**src/irq_pkg.sv**
```systemverilog
package irq_pkg;

  // Interrupt lines into the CPU
  localparam int NUM_IRQ = 8;

  // External pins occupy lines 0 to NUM_EXT_IRQ-1
  localparam int NUM_EXT_IRQ = 4;

  // Line of the periodic timer, highest priority
  localparam int IRQ_TIMER1 = 7;

  // Flops between a pin and its edge detector
  localparam int SYNC_STAGES = 3;

  typedef logic [NUM_IRQ-1:0]     irq_vec_t;
  typedef logic [NUM_EXT_IRQ-1:0] ext_irq_vec_t;

  // Flags start set so that no pending line is cleared by accident
  localparam irq_vec_t FLAGS_RESET = '1;

endpackage

```
**src/io_map_pkg.sv**
```systemverilog
package io_map_pkg;

  // CPU data word
  localparam int IO_WIDTH = 16;

  typedef logic [IO_WIDTH-1:0] io_word_t;

  // I/O register addresses as seen from the CPU
  typedef enum logic [IO_WIDTH-1:0] {
    REG_INT_FLAGS    = 16'd40,
    REG_INT_MASK     = 16'd50,
    REG_TICKSS_L     = 16'd105,
    REG_TICKSS_H     = 16'd106,
    REG_TICKSS_HH    = 16'd107,
    // A write here takes a snapshot of the tick counter
    REG_TICKS_SAMPLE = 16'd109,
    REG_TIMER1C_L    = 16'd110,
    REG_TIMER1C_H    = 16'd111,
    REG_PORTA_IN     = 16'd310,
    REG_PORTA_OUT    = 16'd311,
    REG_PORTA_DIR    = 16'd312
  } io_reg_e;

  // Free-running tick counter, read back as three words
  localparam int TICKS_WIDTH = 48;

  // Periodic timer 1, reload written as two half-words
  localparam int TIMER1_WIDTH = 32;

endpackage
```
**src/io_bus_if.sv**
```systemverilog
`timescale 1ns/1ps

interface io_bus_if import io_map_pkg::*; ();

  logic     wr;
  io_reg_e  addr;
  io_word_t wdata;
  // Zero unless addr hits one of the unit's registers
  io_word_t rdata;

  modport unit (
    input  wr,
    input  addr,
    input  wdata,
    output rdata
  );

  modport merge (
    input  rdata
  );

endinterface

```
**src/io_subsystem.sv**
```systemverilog
`timescale 1ns/1ps

module io_subsystem import io_map_pkg::*, irq_pkg::*; (
  input  logic         clk,
  input  logic         resetq,
  input  logic         io_wr,
  input  io_word_t     io_addr,
  input  io_word_t     io_wdata,
  input  io_word_t     porta_in,
  input  ext_irq_vec_t intr,
  output io_word_t     io_rdata,
  output io_word_t     porta_out,
  output io_word_t     porta_dir,
  output irq_vec_t     int_rqst
);

  logic         timer1_expired;
  ext_irq_vec_t ext_edge;

  io_bus_if timer_bus ();
  io_bus_if pin_bus ();

  assign timer_bus.wr    = io_wr;
  assign timer_bus.addr  = io_reg_e'(io_addr);
  assign timer_bus.wdata = io_wdata;

  assign pin_bus.wr    = io_wr;
  assign pin_bus.addr  = io_reg_e'(io_addr);
  assign pin_bus.wdata = io_wdata;

  timer_unit u_timer (
    .clk            (clk),
    .resetq         (resetq),
    .bus            (timer_bus),
    .timer1_expired (timer1_expired)
  );

  pin_unit u_pin (
    .clk       (clk),
    .resetq    (resetq),
    .porta_in  (porta_in),
    .intr      (intr),
    .bus       (pin_bus),
    .porta_out (porta_out),
    .porta_dir (porta_dir),
    .ext_edge  (ext_edge)
  );

  io_irq_hub u_hub (
    .clk            (clk),
    .resetq         (resetq),
    .io_wr          (io_wr),
    .io_addr        (io_reg_e'(io_addr)),
    .io_wdata       (io_wdata),
    .timer1_expired (timer1_expired),
    .ext_edge       (ext_edge),
    .timer_rd       (timer_bus),
    .pin_rd         (pin_bus),
    .io_rdata       (io_rdata),
    .int_rqst       (int_rqst)
  );

endmodule

```
**src/io_irq_hub.sv**
```systemverilog
`timescale 1ns/1ps

module io_irq_hub import io_map_pkg::*, irq_pkg::*; (
  input  logic         clk,
  input  logic         resetq,
  input  logic         io_wr,
  input  io_reg_e      io_addr,
  input  io_word_t     io_wdata,
  input  logic         timer1_expired,
  input  ext_irq_vec_t ext_edge,
  io_bus_if.merge      timer_rd,
  io_bus_if.merge      pin_rd,
  output io_word_t     io_rdata,
  output irq_vec_t     int_rqst
);

  irq_vec_t pending;
  irq_vec_t mask;
  irq_vec_t flags;
  irq_vec_t irq_set;
  logic     mask_wr;
  logic     flags_wr;
  io_word_t hub_rdata;

  assign mask_wr  = io_wr && (io_addr == REG_INT_MASK);
  assign flags_wr = io_wr && (io_addr == REG_INT_FLAGS);

  // Lines 4 to 6 have no source
  always_comb
  begin
    irq_set                  = '0;
    irq_set[NUM_EXT_IRQ-1:0] = ext_edge;
    irq_set[IRQ_TIMER1]      = timer1_expired;
  end

  always_ff @(posedge clk)
  begin
    if (!resetq)
    begin
      pending <= '0;
      mask    <= '0;
      flags   <= FLAGS_RESET;
    end
    else
    begin
      // A new event wins over a clear in the same cycle
      pending <= irq_set | (pending & flags);
      if (mask_wr)
        mask <= io_wdata[NUM_IRQ-1:0];
      if (flags_wr)
        flags <= io_wdata[NUM_IRQ-1:0];
    end
  end

  assign int_rqst = pending & mask;

  always_comb
  begin
    case (io_addr)
      REG_INT_FLAGS: hub_rdata = {{(IO_WIDTH-NUM_IRQ){1'b0}}, flags};
      REG_INT_MASK:  hub_rdata = {{(IO_WIDTH-NUM_IRQ){1'b0}}, mask};
      default:       hub_rdata = '0;
    endcase
  end

  // Each source returns zero off its own addresses
  assign io_rdata = hub_rdata | timer_rd.rdata | pin_rd.rdata;

  // A request only rises on an enabled line, after an event or a mask write
  for (genvar i = 0; i < NUM_IRQ; i++)
  begin : g_rqst_chk
    a_rqst_src: assert property (@(posedge clk) disable iff (!resetq)
      $rose(int_rqst[i]) |-> mask[i] && ($past(irq_set[i]) || $past(mask_wr)));
  end

endmodule

```
**src/pin_unit.sv**
```systemverilog
`timescale 1ns/1ps

module pin_unit import io_map_pkg::*, irq_pkg::*; (
  input  logic         clk,
  input  logic         resetq,
  input  io_word_t     porta_in,
  input  ext_irq_vec_t intr,
  io_bus_if.unit       bus,
  output io_word_t     porta_out,
  output io_word_t     porta_dir,
  output ext_irq_vec_t ext_edge
);

  // Stage 0 samples the pins, the last stage is the oldest
  ext_irq_vec_t sync_q [SYNC_STAGES];

  always_ff @(posedge clk)
  begin
    if (!resetq)
    begin
      porta_out <= '0;
      porta_dir <= '0;
    end
    else if (bus.wr)
    begin
      if (bus.addr == REG_PORTA_OUT)
        porta_out <= bus.wdata;
      // 1 drives the pin, 0 leaves it as input
      if (bus.addr == REG_PORTA_DIR)
        porta_dir <= bus.wdata;
    end
  end

  always_ff @(posedge clk)
  begin
    if (!resetq)
    begin
      for (int s = 0; s < SYNC_STAGES; s++)
        sync_q[s] <= '0;
    end
    else
    begin
      sync_q[0] <= intr;
      for (int s = 1; s < SYNC_STAGES; s++)
        sync_q[s] <= sync_q[s-1];
    end
  end

  // Rising edge seen between the two oldest stages
  assign ext_edge = sync_q[SYNC_STAGES-2] & ~sync_q[SYNC_STAGES-1];

  always_comb
  begin
    case (bus.addr)
      REG_PORTA_IN:  bus.rdata = porta_in;
      REG_PORTA_OUT: bus.rdata = porta_out;
      REG_PORTA_DIR: bus.rdata = porta_dir;
      default:       bus.rdata = '0;
    endcase
  end

  // The newest-but-one stage holds the pin as sampled two edges earlier
  for (genvar i = 0; i < NUM_EXT_IRQ; i++)
  begin : g_edge_chk
    a_edge_src: assert property (@(posedge clk) disable iff (!resetq)
      ext_edge[i] |-> $past(intr[i], 2));
  end

endmodule

```
**src/timer_unit.sv**
```systemverilog
`timescale 1ns/1ps

module timer_unit import io_map_pkg::*; (
  input  logic   clk,
  input  logic   resetq,
  io_bus_if.unit bus,
  output logic   timer1_expired
);

  logic [TICKS_WIDTH-1:0]  ticks;
  logic [TICKS_WIDTH-1:0]  ticks_sample;
  logic [TIMER1_WIDTH-1:0] reload;
  logic [TIMER1_WIDTH-1:0] count;
  logic [TIMER1_WIDTH-1:0] reload_next;
  logic                    sample_wr;
  logic                    reload_lo_wr;
  logic                    reload_hi_wr;

  assign sample_wr    = bus.wr && (bus.addr == REG_TICKS_SAMPLE);
  assign reload_lo_wr = bus.wr && (bus.addr == REG_TIMER1C_L);
  assign reload_hi_wr = bus.wr && (bus.addr == REG_TIMER1C_H);

  // Writing the high half arms the timer with the full new value
  assign reload_next = {bus.wdata, reload[IO_WIDTH-1:0]};

  assign timer1_expired = (count == 1);

  always_ff @(posedge clk)
  begin
    if (!resetq)
    begin
      ticks        <= '0;
      ticks_sample <= '0;
    end
    else
    begin
      ticks <= ticks + 1'b1;
      if (sample_wr)
        ticks_sample <= ticks;
    end
  end

  always_ff @(posedge clk)
  begin
    if (!resetq)
    begin
      reload <= '0;
      count  <= '0;
    end
    else
    begin
      if (reload_lo_wr)
        reload[IO_WIDTH-1:0] <= bus.wdata;
      if (reload_hi_wr)
        reload[TIMER1_WIDTH-1:IO_WIDTH] <= bus.wdata;

      if (reload_hi_wr)
        count <= reload_next;
      else if (reload == 0)
        count <= '0;
      // Reload on expiry gives a period of exactly reload cycles
      else if (timer1_expired)
        count <= reload;
      else
        count <= count - 1'b1;
    end
  end

  always_comb
  begin
    case (bus.addr)
      REG_TICKSS_L:  bus.rdata = ticks_sample[IO_WIDTH-1:0];
      REG_TICKSS_H:  bus.rdata = ticks_sample[2*IO_WIDTH-1:IO_WIDTH];
      REG_TICKSS_HH: bus.rdata = ticks_sample[TICKS_WIDTH-1:2*IO_WIDTH];
      REG_TIMER1C_L: bus.rdata = reload[IO_WIDTH-1:0];
      REG_TIMER1C_H: bus.rdata = reload[TIMER1_WIDTH-1:IO_WIDTH];
      default:       bus.rdata = '0;
    endcase
  end

  // Expiry is a single-cycle pulse
  a_expired_pulse: assert property (@(posedge clk) disable iff (!resetq)
    timer1_expired |=> !timer1_expired);

endmodule

```
**config.mk**
```make
export PLATFORM = sky130hd
export DESIGN_NAME = io_subsystem
export DESIGN_NICKNAME = d
export VERILOG_FILES = /design/src/irq_pkg.sv /design/src/io_map_pkg.sv /design/src/io_bus_if.sv /design/src/io_subsystem.sv /design/src/io_irq_hub.sv /design/src/pin_unit.sv /design/src/timer_unit.sv
export SDC_FILE = /design/constraint.sdc
export NUM_CORES = 1
export LEC_CHECK = 0
export BUFFER_PORTS_ARGS = -buffer_cell sky130_fd_sc_hd__buf_2
export CAP_MARGIN = 10
export CORE_MARGIN = 1
export CORE_UTILIZATION = 30
export CTS_CLUSTER_DIAMETER = 150
export DETAILED_ROUTE_END_ITERATION = 6
export PLACE_DENSITY = 0.5
export SLEW_MARGIN = 0
export SYNTH_ARGS = -nofsm -noshare
export SYNTH_HDL_FRONTEND = slang
export SYNTH_SLANG_ARGS = --single-unit
```
**constraint.sdc**
```tcl
create_clock -name clk -period 4.7 [get_ports clk]
set_input_delay 0.94 -clock clk [delete_from_list [all_inputs] [get_ports clk]]
set_output_delay 0.94 -clock clk [all_outputs]
set_load 0.1 [all_outputs]
```
==> Word-level counts from Yosys, hierarchy flattened <==
Memories as Yosys holds them, arrays and structs flattened.
Index checks and enable logic that the tools add are counted.
{ "op_classes": {"n_bitwise": 10, "muxes": 11, "n_reduce_logical": 8, "addsub": 2, "eq_ne": 12} }
{ "ops": {"columns": ["cell", "count"], "rows": [
  ["$eq A16 B7 Y1 const B", 6],
  ["$mux W32", 3],
  ["$pmux W16 S5", 1],
  ["$add A48 B1 Y48 const B", 1],
  ["$eq A16 B9 Y1 const B", 3],
  ["$pmux W16 S3", 1],
  ["$eq A16 B6 Y1 const B", 2],
  ["$eq A32 B1 Y1 const B", 1],
  ["$logic_not A32 Y1", 1],
  ["$sub A32 B1 Y32 const B", 1],
  ["$and A8 B8 Y8", 2],
  ["$or A16 B16 Y16", 1],
  ["$or A8 B16 Y16", 1],
  ["$pmux W8 S2", 1],
  ["$mux W4", 3],
  ["$or A8 B8 Y8", 1],
  ["$logic_and A1 B1 Y1", 5],
  ["$and A4 B4 Y4", 1],
  ["$not A4 Y4", 1],
  ["$reduce_and A2 Y1", 2],
  ["$or A1 B1 Y1", 3],
  ["$mux W1", 2]
]} }
{ "totals": {"regBits": 216, "in_bits": 55, "n_memories": 1, "ram_bits": 12} }
{ "mem_list": {"columns": ["memory", "words", "word_bits", "read_ports", "rd_ports_with_merged_regs", "wr", "line", "source"], "rows": [
  ["u_pin.sync_q", 3, 4, 3, 0, 3, "pin_unit.sv:15", "ext_irq_vec_t sync_q [SYNC_STAGES];"]
]} }

==> Logic depth before layout (Yosys ltp) <==
Gate-level depths: netlist of the first run.
{ "depth": {"depth_word": 4, "ltp_mapped": 10} }

==> Modules after synthesis <==
Synthesis of the first run repeated with hierarchy kept, for this count alone.
{ "hier_totals": {"cells_unflattened": 1294, "area_unflattened_um2": 10655.2} }
{ "modules_own_cells": {"columns": ["mod", "cells_each", "seq_area_each_um2", "area_per_inst_um2", "instances"], "rows": [
  ["timer_unit", 948, 3203.1, 7488.4, 1],
  ["pin_unit", 199, 880.8, 1955.6, 1],
  ["io_irq_hub", 147, 480.5, 1211.2, 1]
]} }

==> Worst setup path after synthesis of the first run <==
Ideal clock, no wire load.
{ "synth_timing": {"kind": "input -> output", "from": "in io_addr[15]", "to": "out io_rdata[6]", "path_stages": 6, "setup_slack_ns": 0.117, "t_arrival_ns": 3.643, "cell_sequence": "or4_1 nor4b_2 buf_2 nor3b_1 buf_2 a221o_1"} }
{ "synth_via": {"elab_chain_cells": 4, "elab_cells_between_ends": 15, "classes_between": "10 x eq/ne; 3 x mux; 2 x bitwise"} }
{ "synth_rtl": {"columns": ["item", "line", "source"], "rows": [
  ["from (decl)", "io_subsystem.sv:7", "input io_word_t io_addr,"],
  ["$eq A16 B7 Y1 or $eq A16 B6 Y1 (tied branches)", "timer_unit.sv:71, io_irq_hub.sv:59", null],
  ["$pmux W16 S5 or $pmux W8 S2 (tied branches)", "timer_unit.sv:71, io_irq_hub.sv:59", null],
  ["$or A8 B16 Y16", "io_irq_hub.sv:67", "assign io_rdata = hub_rdata | timer_rd.rdata | pin_rd.rdata;"],
  ["$or A16 B16 Y16 (*)", "io_irq_hub.sv:67", null],
  ["to (decl)", "io_subsystem.sv:11", "output io_word_t io_rdata,"]
]} }
Every way passes the cells marked *; elsewhere a longest branch is shown, timed or not.

==> Worst setup path in the final report of the first run <==
{ "layout_timing": {"from": "in io_addr[15]", "to": "out io_rdata[11]"} }
{ "layout_via": {"elab_chain_cells": 4, "elab_cells_between_ends": 12, "classes_between": "8 x eq/ne; 2 x mux; 2 x bitwise"} }
{ "layout_rtl": {"columns": ["item", "line", "source"], "rows": [
  ["$eq A16 B7 Y1", "timer_unit.sv:71", "case (bus.addr)"],
  ["$pmux W16 S5", "timer_unit.sv:71", null],
  ["$or A8 B16 Y16", "io_irq_hub.sv:67", null],
  ["$or A16 B16 Y16 (*)", "io_irq_hub.sv:67", null]
]} }
Marked as above.

==> metrics.yaml, run 1 <==
synth:
  synthCells: 1277
  avgSynthCellArea_um2: 8.43
  yosysTopAreaCellShare_pct: 42.4
  synth_area_leaders: "dfxtp_1 (42%), nand2_1 (11%), a21boi_0 (8.1%)"
  yosysUniqueCellTypes: 59
  ys.flop_type: "dfxtp_1"
  synth-seq-cells: 228
  netlist_area_um2: 10800
  yosysWarningCount: 0
  synth-edff-count: 0
  ys_async_sr_fraction_pct: 0
  synth_nets: 1335
  post-synth-top-area-cell: "dfxtp_1"
  seq_area_frac_synth_pct: 42.4
global_route:
  antenna_found_initial: 0
  grt_pass1_vias: 8870
  grt_pass1_wl_mm: 54.2
  gr-total-overflow: 0
  grt_max_degree: 107
  grt_usage_pct: 19.4
sta:
  fin_setup_tns_ns: 0
  maxSlewHeadroom_pct: 19.6
  min_period_ns: 4.40
  whs_ns: 0.432
  slew_violations: 0
  period_share_pct: 93.7
  rsz0062_at_grt: "false"
  hold_viol: 0
  final-setup-viol-count: 0
  fmax_mhz: 227
  skew_ns: 0.00832
  tightest_slew_ns: 1.20
detailed_routing:
  drt_first_pass_iters: 5
  viasPerCell: 5.10
  drt_iter0_markers: 611
  wl_per_cell_um: 19.4
  routed_wl_mm: 35.8
  via_count: 9373
  drc_errors: 0
  ant_nets: 0
clock_tree:
  cts_tree: "done"
  clockBufferDepth: 3
  cts-root-buf: "clkbuf_16"
  path_clk_slew_ns: 0.06
  cts_made_buffers: 27
  post-cts-setup-buffer-count: 0
  cts_resized: 0
  ctsHoldBuffers: 0
  cts.sink_count: 228
  htreeDepth: 1
  clk_latency_ns: 0.54
worst_setup_path:
  crit_path_cell_trace: "buf_2, or4_1, nor4b_2, nand2b_1, o22ai_1, a221oi_1, nand2_1, buf_12"
  end_kind: "output pin"
  crit_family: "simple AND/OR/NAND/NOR gates"
  rr_startpoint: "u_timer.count[0]$_SDFF_PN0_"
  reg2reg_slack_ns: 1.85
  crit_fanout: 8
  crit_start: "io_addr[15]"
  cp_slowest_stage_delay_ns: 0.71
  cp.required_ns: 3.76
  cp.arrival_ns: 3.46
  worstSetupPathType: "in2out"
  r2r-end: "u_timer.count[16]$_SDFF_PN0_"
  slowest_stage: "or4_1"
  cp_num_buf_inv: 2
  r2r_cells: 8
  critPathLaunchType: "input port"
min_path:
  worstHoldEndpoint: "u_pin.sync_q[0][4]$_SDFF_PN0_"
  min_path_cells: 1
  hold_start: "u_pin.sync_q[0][0]$_SDFF_PN0_"
  hold_class: "reg2reg"
floorplan:
  die_area_um2: 36700
  start_util_pct: 30.4
  ioPinCount: 111
  die_w_um: 191
  num_rows: 69
  coreArea_um2: 35500
  die_height_um: 191
power_and_ir_drop:
  power.clock.fraction_pct: 50.7
  p_total_mw: 4.23
  p_int_mw: 3.28
  swShare_pct: 22.4
  p_per_area_nw_per_um2: 328
  p_leak_nw: 4.92
  ir_drop_uv: 317
  p_comb_share_pct: 3.3
  power_switching_mw: 0.949
  seqPwrFrac_pct: 46.0
place:
  dp.cells: 1789
  port_buffers: 110
  finalWeightedCongestion: 0.888
  dp_hpwl_mm: 25.5
layout:
  layout-drive-gt1-share_pct: 14.9
  finalNonFillerCells: 1839
  syn2layout_area_growth_pct: 19.7
  finish.utilization_pct: 36.3
  nets: 1415
status:
  status: "finished clean"
flow_run:
  drv_cap: 0
[how the worst max path moves through the flow]
stage	to	slack, ns	cells past startpoint
after floorplan	io_rdata[6]	0.12	6
after global placement	io_rdata[6]	0.29	7
after detailed placement	io_rdata[6]	0.26	7
after CTS	io_rdata[11]	0.24	8
after global routing	io_rdata[11]	0.16	8
final	io_rdata[11]	0.30	8
[cell families after synthesis]
kind of cell | share of synthesized area [%]
AO/OA/AOI/OAI | 16.7
buffers and inverters | 3.46
AND/OR/NAND/NOR | 27.1
adder cells (fa/ha/maj) | 0.349
flip-flops | 42.4
multiplexers | 5.02
XOR/XNOR | 5.04
[per-layer routing]
metal	wire length [um]	vias up	global-route usage [%]	share of wire, %
met3	1680	61	2.52	4.7
met1	16400	4509	26.2	46
met2	16900	205	32.1	47
li1	-	4598	-	-
met4	817	0	5.28	2.3
met5	0	-	0	0
[layout make-up]
cell class,count,area [um^2]
sequential,228,4560
fill,3684,22600
timing repair buffer,130,943
tap,461,577
inverter,11,41.3
clock buffer,36,790
multi-input combinational,959,5850
antenna,1,2.50
clock inverter,13,125
[per-stage QoR]
step / setup slack (ns) / instance area, um^2
after floorplan: 0.117 / 10800
after global placement: 0.294 / 12000
after detailed placement: 0.261 / 12000
after CTS: 0.239 / 12900
after global routing: 0.159 / 12900
final: 0.296 / 12900
[registers in the layout, indices dropped and copies added, names as in the netlist]
name and count:
u_timer.ticks_sample 48, u_timer.count 32, u_hub.flags 8, u_hub.mask 8, u_pin.porta_dir 16, u_pin.porta_out 16
u_timer.ticks 48, u_pin.sync_q 12, u_hub.pending 8, u_timer.reload 32
[cell usage after synthesis, drive strengths merged, types with 9 or more instances]
library cell / number
a211oi: 14
a21boi: 121
a21o: 9
a21oi: 15
a22oi: 24
and2: 66
and3: 11
buf: 16
clkbuf: 63
dfxtp: 228
inv: 11
mux2i: 54
nand2: 309
nand2b: 12
nand3: 30
nand4: 20
nor2: 31
nor2b: 9
nor3: 29
nor4: 26
o21ai: 25
or3: 14
or4: 9
xnor2: 40
xor2: 22
[layout by cell type, fill, tap and decap left out, drive strengths merged, types with 11 or more instances in the layout]
cell type / synthesis / routed
xnor2: 40 / 40
nand2: 309 / 309
xor2: 22 / 22
nand4: 20 / 20
a22oi: 24 / 24
a21boi: 121 / 121
nand2b: 12 / 12
inv: 11 / 12
o21ai: 25 / 25
nand3: 30 / 30
a21oi: 15 / 15
nor3: 29 / 29
a211oi: 14 / 14
mux2i: 54 / 54
nor4: 26 / 26
clkbuf: 63 / 36
and3: 11 / 11
dfxtp: 228 / 228
or3: 14 / 14
buf: 16 / 130
and2: 66 / 66
nor2: 31 / 31
[power by group through the flow]
| stage | combinational (mW) | sequential (mW) | clock (mW) |
|---|---|---|---|
| 6_report | 0.140 | 1.95 | 2.14 |
| 5_1_grt | 0.150 | 1.95 | 2.27 |
| 4_1_cts | 0.141 | 1.95 | 2.18 |
| 3_5_place_dp | 0.141 | 1.99 | 0 |
| 3_3_place_gp | 0.141 | 1.99 | 0 |
| 2_1_floorplan | 0.0696 | 1.99 | 0 |
Power figures use the tool's default switching activity.
==> inputs of run 2 (changes only) <==
--- a/config.mk
+++ b/config.mk
@@ -7,11 +7,13 @@
 export LEC_CHECK = 0
 export BUFFER_PORTS_ARGS = -buffer_cell sky130_fd_sc_hd__buf_2
 export CAP_MARGIN = 10
+export CELL_PAD_IN_SITES_DETAIL_PLACEMENT = 1
+export CELL_PAD_IN_SITES_GLOBAL_PLACEMENT = 1
 export CORE_MARGIN = 1
 export CORE_UTILIZATION = 30
 export CTS_CLUSTER_DIAMETER = 150
 export DETAILED_ROUTE_END_ITERATION = 6
-export PLACE_DENSITY = 0.5
+export PLACE_DENSITY = 0.61
 export SLEW_MARGIN = 0
 export SYNTH_ARGS = -nofsm -noshare
 export SYNTH_HDL_FRONTEND = slang
==> run 2 against run 1 <==
  * Largest cell class unchanged
  * Largest power group unchanged
  * Hold slack worse by 0.0015 ns
  * Non-clock buffer count is 4 lower
  * Combinational power hardly changed
  * Via count is 1.3% higher
==> metrics.yaml, run 2 (synthesis gave the netlist of run 1 again) <==
sta:
  fmax_mhz: 229  # +0.82%
  period_share_pct: 92.9  # -0.76 points
  maxSlewHeadroom_pct: 22.2  # +2.6 points
  final-setup-viol-count: 0  # unchanged
  slew_violations: 0  # unchanged
  rsz0062_at_grt: "false"
  fin_setup_tns_ns: 0  # unchanged
  min_period_ns: 4.37  # -0.0358 ns
  whs_ns: 0.431  # -0.00145 ns
  skew_ns: 0.0110  # +0.00272 ns
  hold_viol: 0  # unchanged
  tightest_slew_ns: 1.16  # -0.0336 ns
detailed_routing:
  drt_first_pass_iters: 5  # unchanged
  viasPerCell: 5.17  # +1.4%
  drc_errors: 0  # unchanged
  drt_iter0_markers: 590  # -3.4%
  ant_nets: 0  # unchanged
  routed_wl_mm: 38.4  # +7.3%
  via_count: 9492  # +1.3%
  wl_per_cell_um: 20.9  # +7.5%
power_and_ir_drop:
  p_total_mw: 4.30  # +1.8%
  ir_drop_uv: 248  # -22%
  p_per_area_nw_per_um2: 333  # +1.6%
  p_leak_nw: 4.91  # -0.18%
floorplan:
  die_area_um2: 36700  # unchanged
  num_rows: 69  # unchanged
  coreArea_um2: 35500  # unchanged
  die_height_um: 191  # unchanged
  start_util_pct: 30.4  # unchanged
  ioPinCount: 111  # unchanged
  die_w_um: 191  # unchanged
global_route:
  grt_pass1_vias: 9582  # +8.0%
  antenna_found_initial: 0  # unchanged
  gr-total-overflow: 0  # unchanged
  grt_pass1_wl_mm: 58.2  # +7.3%
  grt_max_degree: 122  # +14%
  grt_usage_pct: 21.0  # +1.7 points
worst_setup_path:
  cp.arrival_ns: 3.43  # -0.03 ns
  crit_path_cell_trace: "buf_2, nor3b_1, and2_0, a221oi_1, nand2_1, buf_12"
  worstSetupPathType: "in2out"
  reg2reg_slack_ns: 1.82  # -0.03 ns
  cp.required_ns: 3.76  # about the same
  crit_family: "simple AND/OR/NAND/NOR gates"
  critPathLaunchType: "input port"
  cp_slowest_stage_delay_ns: 0.99  # +0.28 ns
  crit_fanout: 16  # +8
  cp_num_buf_inv: 2  # unchanged
  slowest_stage: "nor3b_1"
  end_kind: "output pin"
place:
  finalWeightedCongestion: 0.898  # +1.2%
  dp_hpwl_mm: 28.5  # +12%
  port_buffers: 110  # unchanged
clock_tree:
  ctsHoldBuffers: 0  # unchanged
  htreeDepth: 1  # unchanged
  path_clk_slew_ns: 0.06  # about the same
  cts_made_buffers: 28  # +3.7%
  clockBufferDepth: 3  # unchanged
  clk_latency_ns: 0.54  # about the same
  cts-root-buf: "clkbuf_16"
  cts.sink_count: 228  # unchanged
  cts_tree: "done"
  post-cts-setup-buffer-count: 0  # unchanged
  cts_resized: 0  # unchanged
layout:
  mostFrequentLayoutCell: "nand2_1"
  multiInputGateArea_um2: 5850  # about the same
  syn2layout_area_growth_pct: 19.9
  n_antenna_cell: 0  # -1
  nets: 1412  # -0.21%
  regArea_um2: 4560  # unchanged
  layout-drive-gt1-share_pct: 14.5  # -0.34 points
  reg.largest.list: "u_timer.ticks: 48 flops, u_timer.ticks_sample: 48 flops"
  finish.utilization_pct: 36.4  # +0.053 points
  final_cell_mix: "nand2_1 (309), dfxtp_1 (228), a21boi_0 (116)"
  final.fill_count: 4151  # +13%
min_path:
  hold_class: "reg2reg"
status:
  status: "finished clean"
flow_run:
  drv_cap: 0  # unchanged
run 2: changes by cell type in the layout (fill, tap and decap cells not counted), sizes merged:
cell,before,now
diode,1,0
clkinv,9,4
clkbuf,36,42
buf,130,126
clkinvlp,1,2
run 2: stage by stage:
stage	instance area (um^2)	setup slack, ns	cells
2_1_floorplan	10800	0.117	1277
5_1_grt	12900	0.162	1836
3_3_place_gp	11900	0.427	1785
3_5_place_dp	11900	0.380	1785
4_1_cts	12900	0.373	1836
6_report	12900	0.332	1836
run 2: worst paths after layout:
check | from | end | cells after the start
min reg2reg | u_pin.sync_q[0][1]$_SDFF_PN0_ | u_pin.sync_q[0][5]$_SDFF_PN0_ | 1
max reg2reg | u_timer.count[6]$_SDFF_PN0_ | u_timer.count[11]$_SDFF_PN0_ | 6
min | u_pin.sync_q[0][1]$_SDFF_PN0_ | u_pin.sync_q[0][5]$_SDFF_PN0_ | 1
max | io_addr[0] | io_rdata[15] | 6
run 2: where the power goes:
group / leakage [nW] / switching (mW) / internal (mW) / total [mW]
Sequential: 1.84 / 0.00502 / 1.94 / 1.95
Combinational: 2.60 / 0.0885 / 0.0521 / 0.141
Clock: 0.471 / 0.854 / 1.36 / 2.22
Total: 4.91 / 0.948 / 3.35 / 4.30
run 2: layer usage:
layer / global-route usage, % / vias to the layer above / wire length, um
li1: - / 4587 / -
met5: 0 / - / 0
met3: 3.07 / 75 / 1440
met1: 27.1 / 4663 / 17300
met2: 35.2 / 167 / 18100
met4: 7.97 / 0 / 1450
run 2: final cells by class:
| cell class | instances | share of cell area, % |
|---|---|---|
| sequential | 228 | 35.4 |
| inverter | 11 | 0.320 |
| timing repair buffer | 126 | 7.08 |
| clock buffer | 42 | 6.62 |
| multi-input combinational | 959 | 45.3 |
| tap | 461 | 4.47 |
| clock inverter | 9 | 0.824 |
==> inputs of run 3 (changes only) <==
==> constraint.sdc (replaced) <==
create_clock -name clk -period 4.1 [get_ports clk]
set_input_delay 0.82 -clock clk [delete_from_list [all_inputs] [get_ports clk]]
set_output_delay 0.82 -clock clk [all_outputs]
set_load 0.1 [all_outputs]
==> run 3 against run 2 <==
  * Cell count up 0.38%
  * Clock skew is 0.0018 ns lower
  * Setup slack got worse by 0.17 ns
  * Register-to-register slack lost 0.59 ns
  * Hold slack better by 0.0049 ns
  * Global-route usage rose by 0.37 points
  * Critical path type unchanged
  * Largest power group unchanged
==> metrics.yaml, run 3 (synthesis gave the netlist of run 1 again) <==
clock_tree:
  post-cts-setup-buffer-count: 0  # unchanged
  htreeDepth: 1  # unchanged
  cts_made_buffers: 27  # -3.6%
  cts_tree: "done"
  path_clk_slew_ns: 0.06  # about the same
  cts.sink_count: 228  # unchanged
  clk_latency_ns: 0.54  # about the same
  cts-root-buf: "clkbuf_16"
  clockBufferDepth: 3  # unchanged
detailed_routing:
  via_count: 9511  # +0.20%
  viasPerCell: 5.16  # -0.18%
  ant_nets: 0  # unchanged
  drt_iter0_markers: 526  # -11%
  drt_first_pass_iters: 5  # unchanged
  routed_wl_mm: 38.6  # +0.73%
  drc_errors: 0  # unchanged
  wl_per_cell_um: 21.0  # +0.35%
global_route:
  met2_usage_pct: 35.2  # -0.056 points
  grt.met3_usage_pct: 3.16  # +0.092 points
  grt_use_met1_pct: 28.2  # +1.0 points
  grt_pass1_vias: 9724  # +1.5%
  grt_max_degree: 82  # -33%
  gr-total-overflow: 0  # unchanged
  grt.busiest_layer: "met2"
  antenna_found_initial: 1  # +1
  grt_pass1_wl_mm: 59.6  # +2.4%
  grt_usage_pct: 21.4  # +0.37 points
layout:
  layout-drive-gt1-share_pct: 16.2  # +1.7 points
  regArea_um2: 4560  # unchanged
  final_area_um2: 13000  # +0.77%
  finish.utilization_pct: 36.7  # +0.28 points
  finalNonFillerCells: 1843  # +0.38%
  nets: 1421  # +0.64%
  syn2layout_area_growth_pct: 20.8
  multiInputGateArea_um2: 5890  # +0.56%
  mostFrequentLayoutCell: "nand2_1"
  n_antenna_cell: 0  # unchanged
  reg.largest.list: "u_timer.ticks: 48 flops, u_timer.ticks_sample: 48 flops"
  final.fill_count: 4200  # +1.2%
  final_cell_mix: "nand2_1 (302), dfxtp_1 (228), a21boi_0 (116)"
floorplan:
  die_w_um: 191  # unchanged
  num_rows: 69  # unchanged
  start_util_pct: 30.4  # unchanged
  die_height_um: 191  # unchanged
  die_area_um2: 36700  # unchanged
  coreArea_um2: 35500  # unchanged
  ioPinCount: 111  # unchanged
sta:
  hold_viol: 0  # unchanged
  skew_ns: 0.00920  # -0.00184 ns
  tightest_slew_ns: 1.17  # +0.00626 ns
  rsz0062_at_grt: "false"
  final-setup-viol-count: 0  # unchanged
  min_period_ns: 3.94
  fmax_mhz: 254
  period_share_pct: 96.2
  fin_setup_tns_ns: 0  # unchanged
  maxSlewHeadroom_pct: 21.8  # -0.42 points
  slew_violations: 0  # unchanged
worst_setup_path:
  cp.arrival_ns: 3.12  # -0.31 ns
  cp.required_ns: 3.28  # -0.48 ns
  crit_path_cell_trace: "buf_2, or4_1, nor3_2, nand3b_1, o221ai_1, a221o_2, buf_12"
  critPathLaunchType: "input port"
  crit_fanout: 8  # -8
  worstSetupPathType: "in2out"
  end_kind: "output pin"
  cp_slowest_stage_delay_ns: 0.67  # -0.32 ns
  slowest_stage: "or4_1"
status:
  status: "finished clean"
power_and_ir_drop:
  swShare_pct: 21.9  # -0.15 points
  p_comb_share_pct: 3.3  # about the same
  power.clock.fraction_pct: 51.0  # -0.5 points
  p_per_area_nw_per_um2: 376  # +13%
  ir_drop_uv: 263  # +6.1%
  p_leak_nw: 4.96  # +0.97%
  power_switching_mw: 1.07  # +13%
  seqPwrFrac_pct: 45.6  # +0.4 points
  p_int_mw: 3.82  # +14%
place:
  finalWeightedCongestion: 0.866  # -3.5%
  dp_hpwl_mm: 28.8  # +1.1%
  port_buffers: 110  # unchanged
  dp.cells: 1794  # +0.50%
  place_area_um2: 12100  # +1.0%
flow_run:
  drv_cap: 0  # unchanged
min_path:
  hold_class: "reg2reg"
-- run 3: cell types whose count changed in the layout (fill, tap and decap cells not counted), sizes merged --
cell      before  now
buf          126  136
clkbuf        42   39
bufinv         2    3
clkinvlp       2    1
-- run 3: timing repair --
| action | 4_1_cts | 5_1_grt |
|---|---|---|
| endpoints found under the setup margin | 0 | 2 |
| endpoints found under the hold margin | 0 | 0 |
| gates resized for setup | 0 | 1 |
| hold buffers | 0 | 0 |
-- run 3: per-stage QoR --
step | setup slack [ns] | power, mW | hold WS (ns)
finish | 0.157 | 4.89 | 0.436
global route | 0.0527 | 5.06 | 0.451
detailed placement | 0.126 | 2.44 | 0.423
global placement | 0.189 | 2.44 | 0.417
CTS | 0.112 | 4.95 | 0.437
floorplan | 0.0495 | 2.36 | 0.412
-- run 3: cell type report --
cell class	instances	area share [%]
clock inverters	9	0.971
well taps	461	4.43
flip-flops and latches	228	35.1
inverters	11	0.317
repair buffers	136	7.79
multi-input cells	959	45.2
clock buffers	39	6.16
-- run 3: power groups by stage --
stage	clock, mW	combinational [mW]	sequential [mW]
final	2.50	0.164	2.23
after global routing	2.65	0.174	2.23
after CTS	2.56	0.165	2.23
after detailed placement	0	0.164	2.28
after global placement	0	0.164	2.28
after floorplan	0	0.0798	2.28
-- run 3: routing by layer --
metal | wire (um) | vias up
li1 | - | 4603
met3 | 1860 | 74
met4 | 1480 | 0
met5 | 0 | -
met1 | 17600 | 4640
met2 | 17700 | 194
-- run 3: critical path, delay by kind of cell --
kind                   cells  cell delay (ns)
AO/OA/AOI/OAI              2             0.72
buffers and inverters      2             0.28
AND/OR/NAND/NOR            3             1.30
-- run 3: path summary, 6_finish.rpt --
path	endpoint	slack, ns	start	depth (start not counted)
worst max register to register	u_timer.count[15]$_SDFF_PN0_	1.23	u_timer.count[6]$_SDFF_PN0_	6
worst max-delay path	io_rdata[7]	0.16	io_addr[15]	7
worst min-delay path	u_pin.sync_q[0][6]$_SDFF_PN0_	0.44	u_pin.sync_q[0][2]$_SDFF_PN0_	1
worst min register to register	u_pin.sync_q[0][6]$_SDFF_PN0_	0.44	u_pin.sync_q[0][2]$_SDFF_PN0_	1
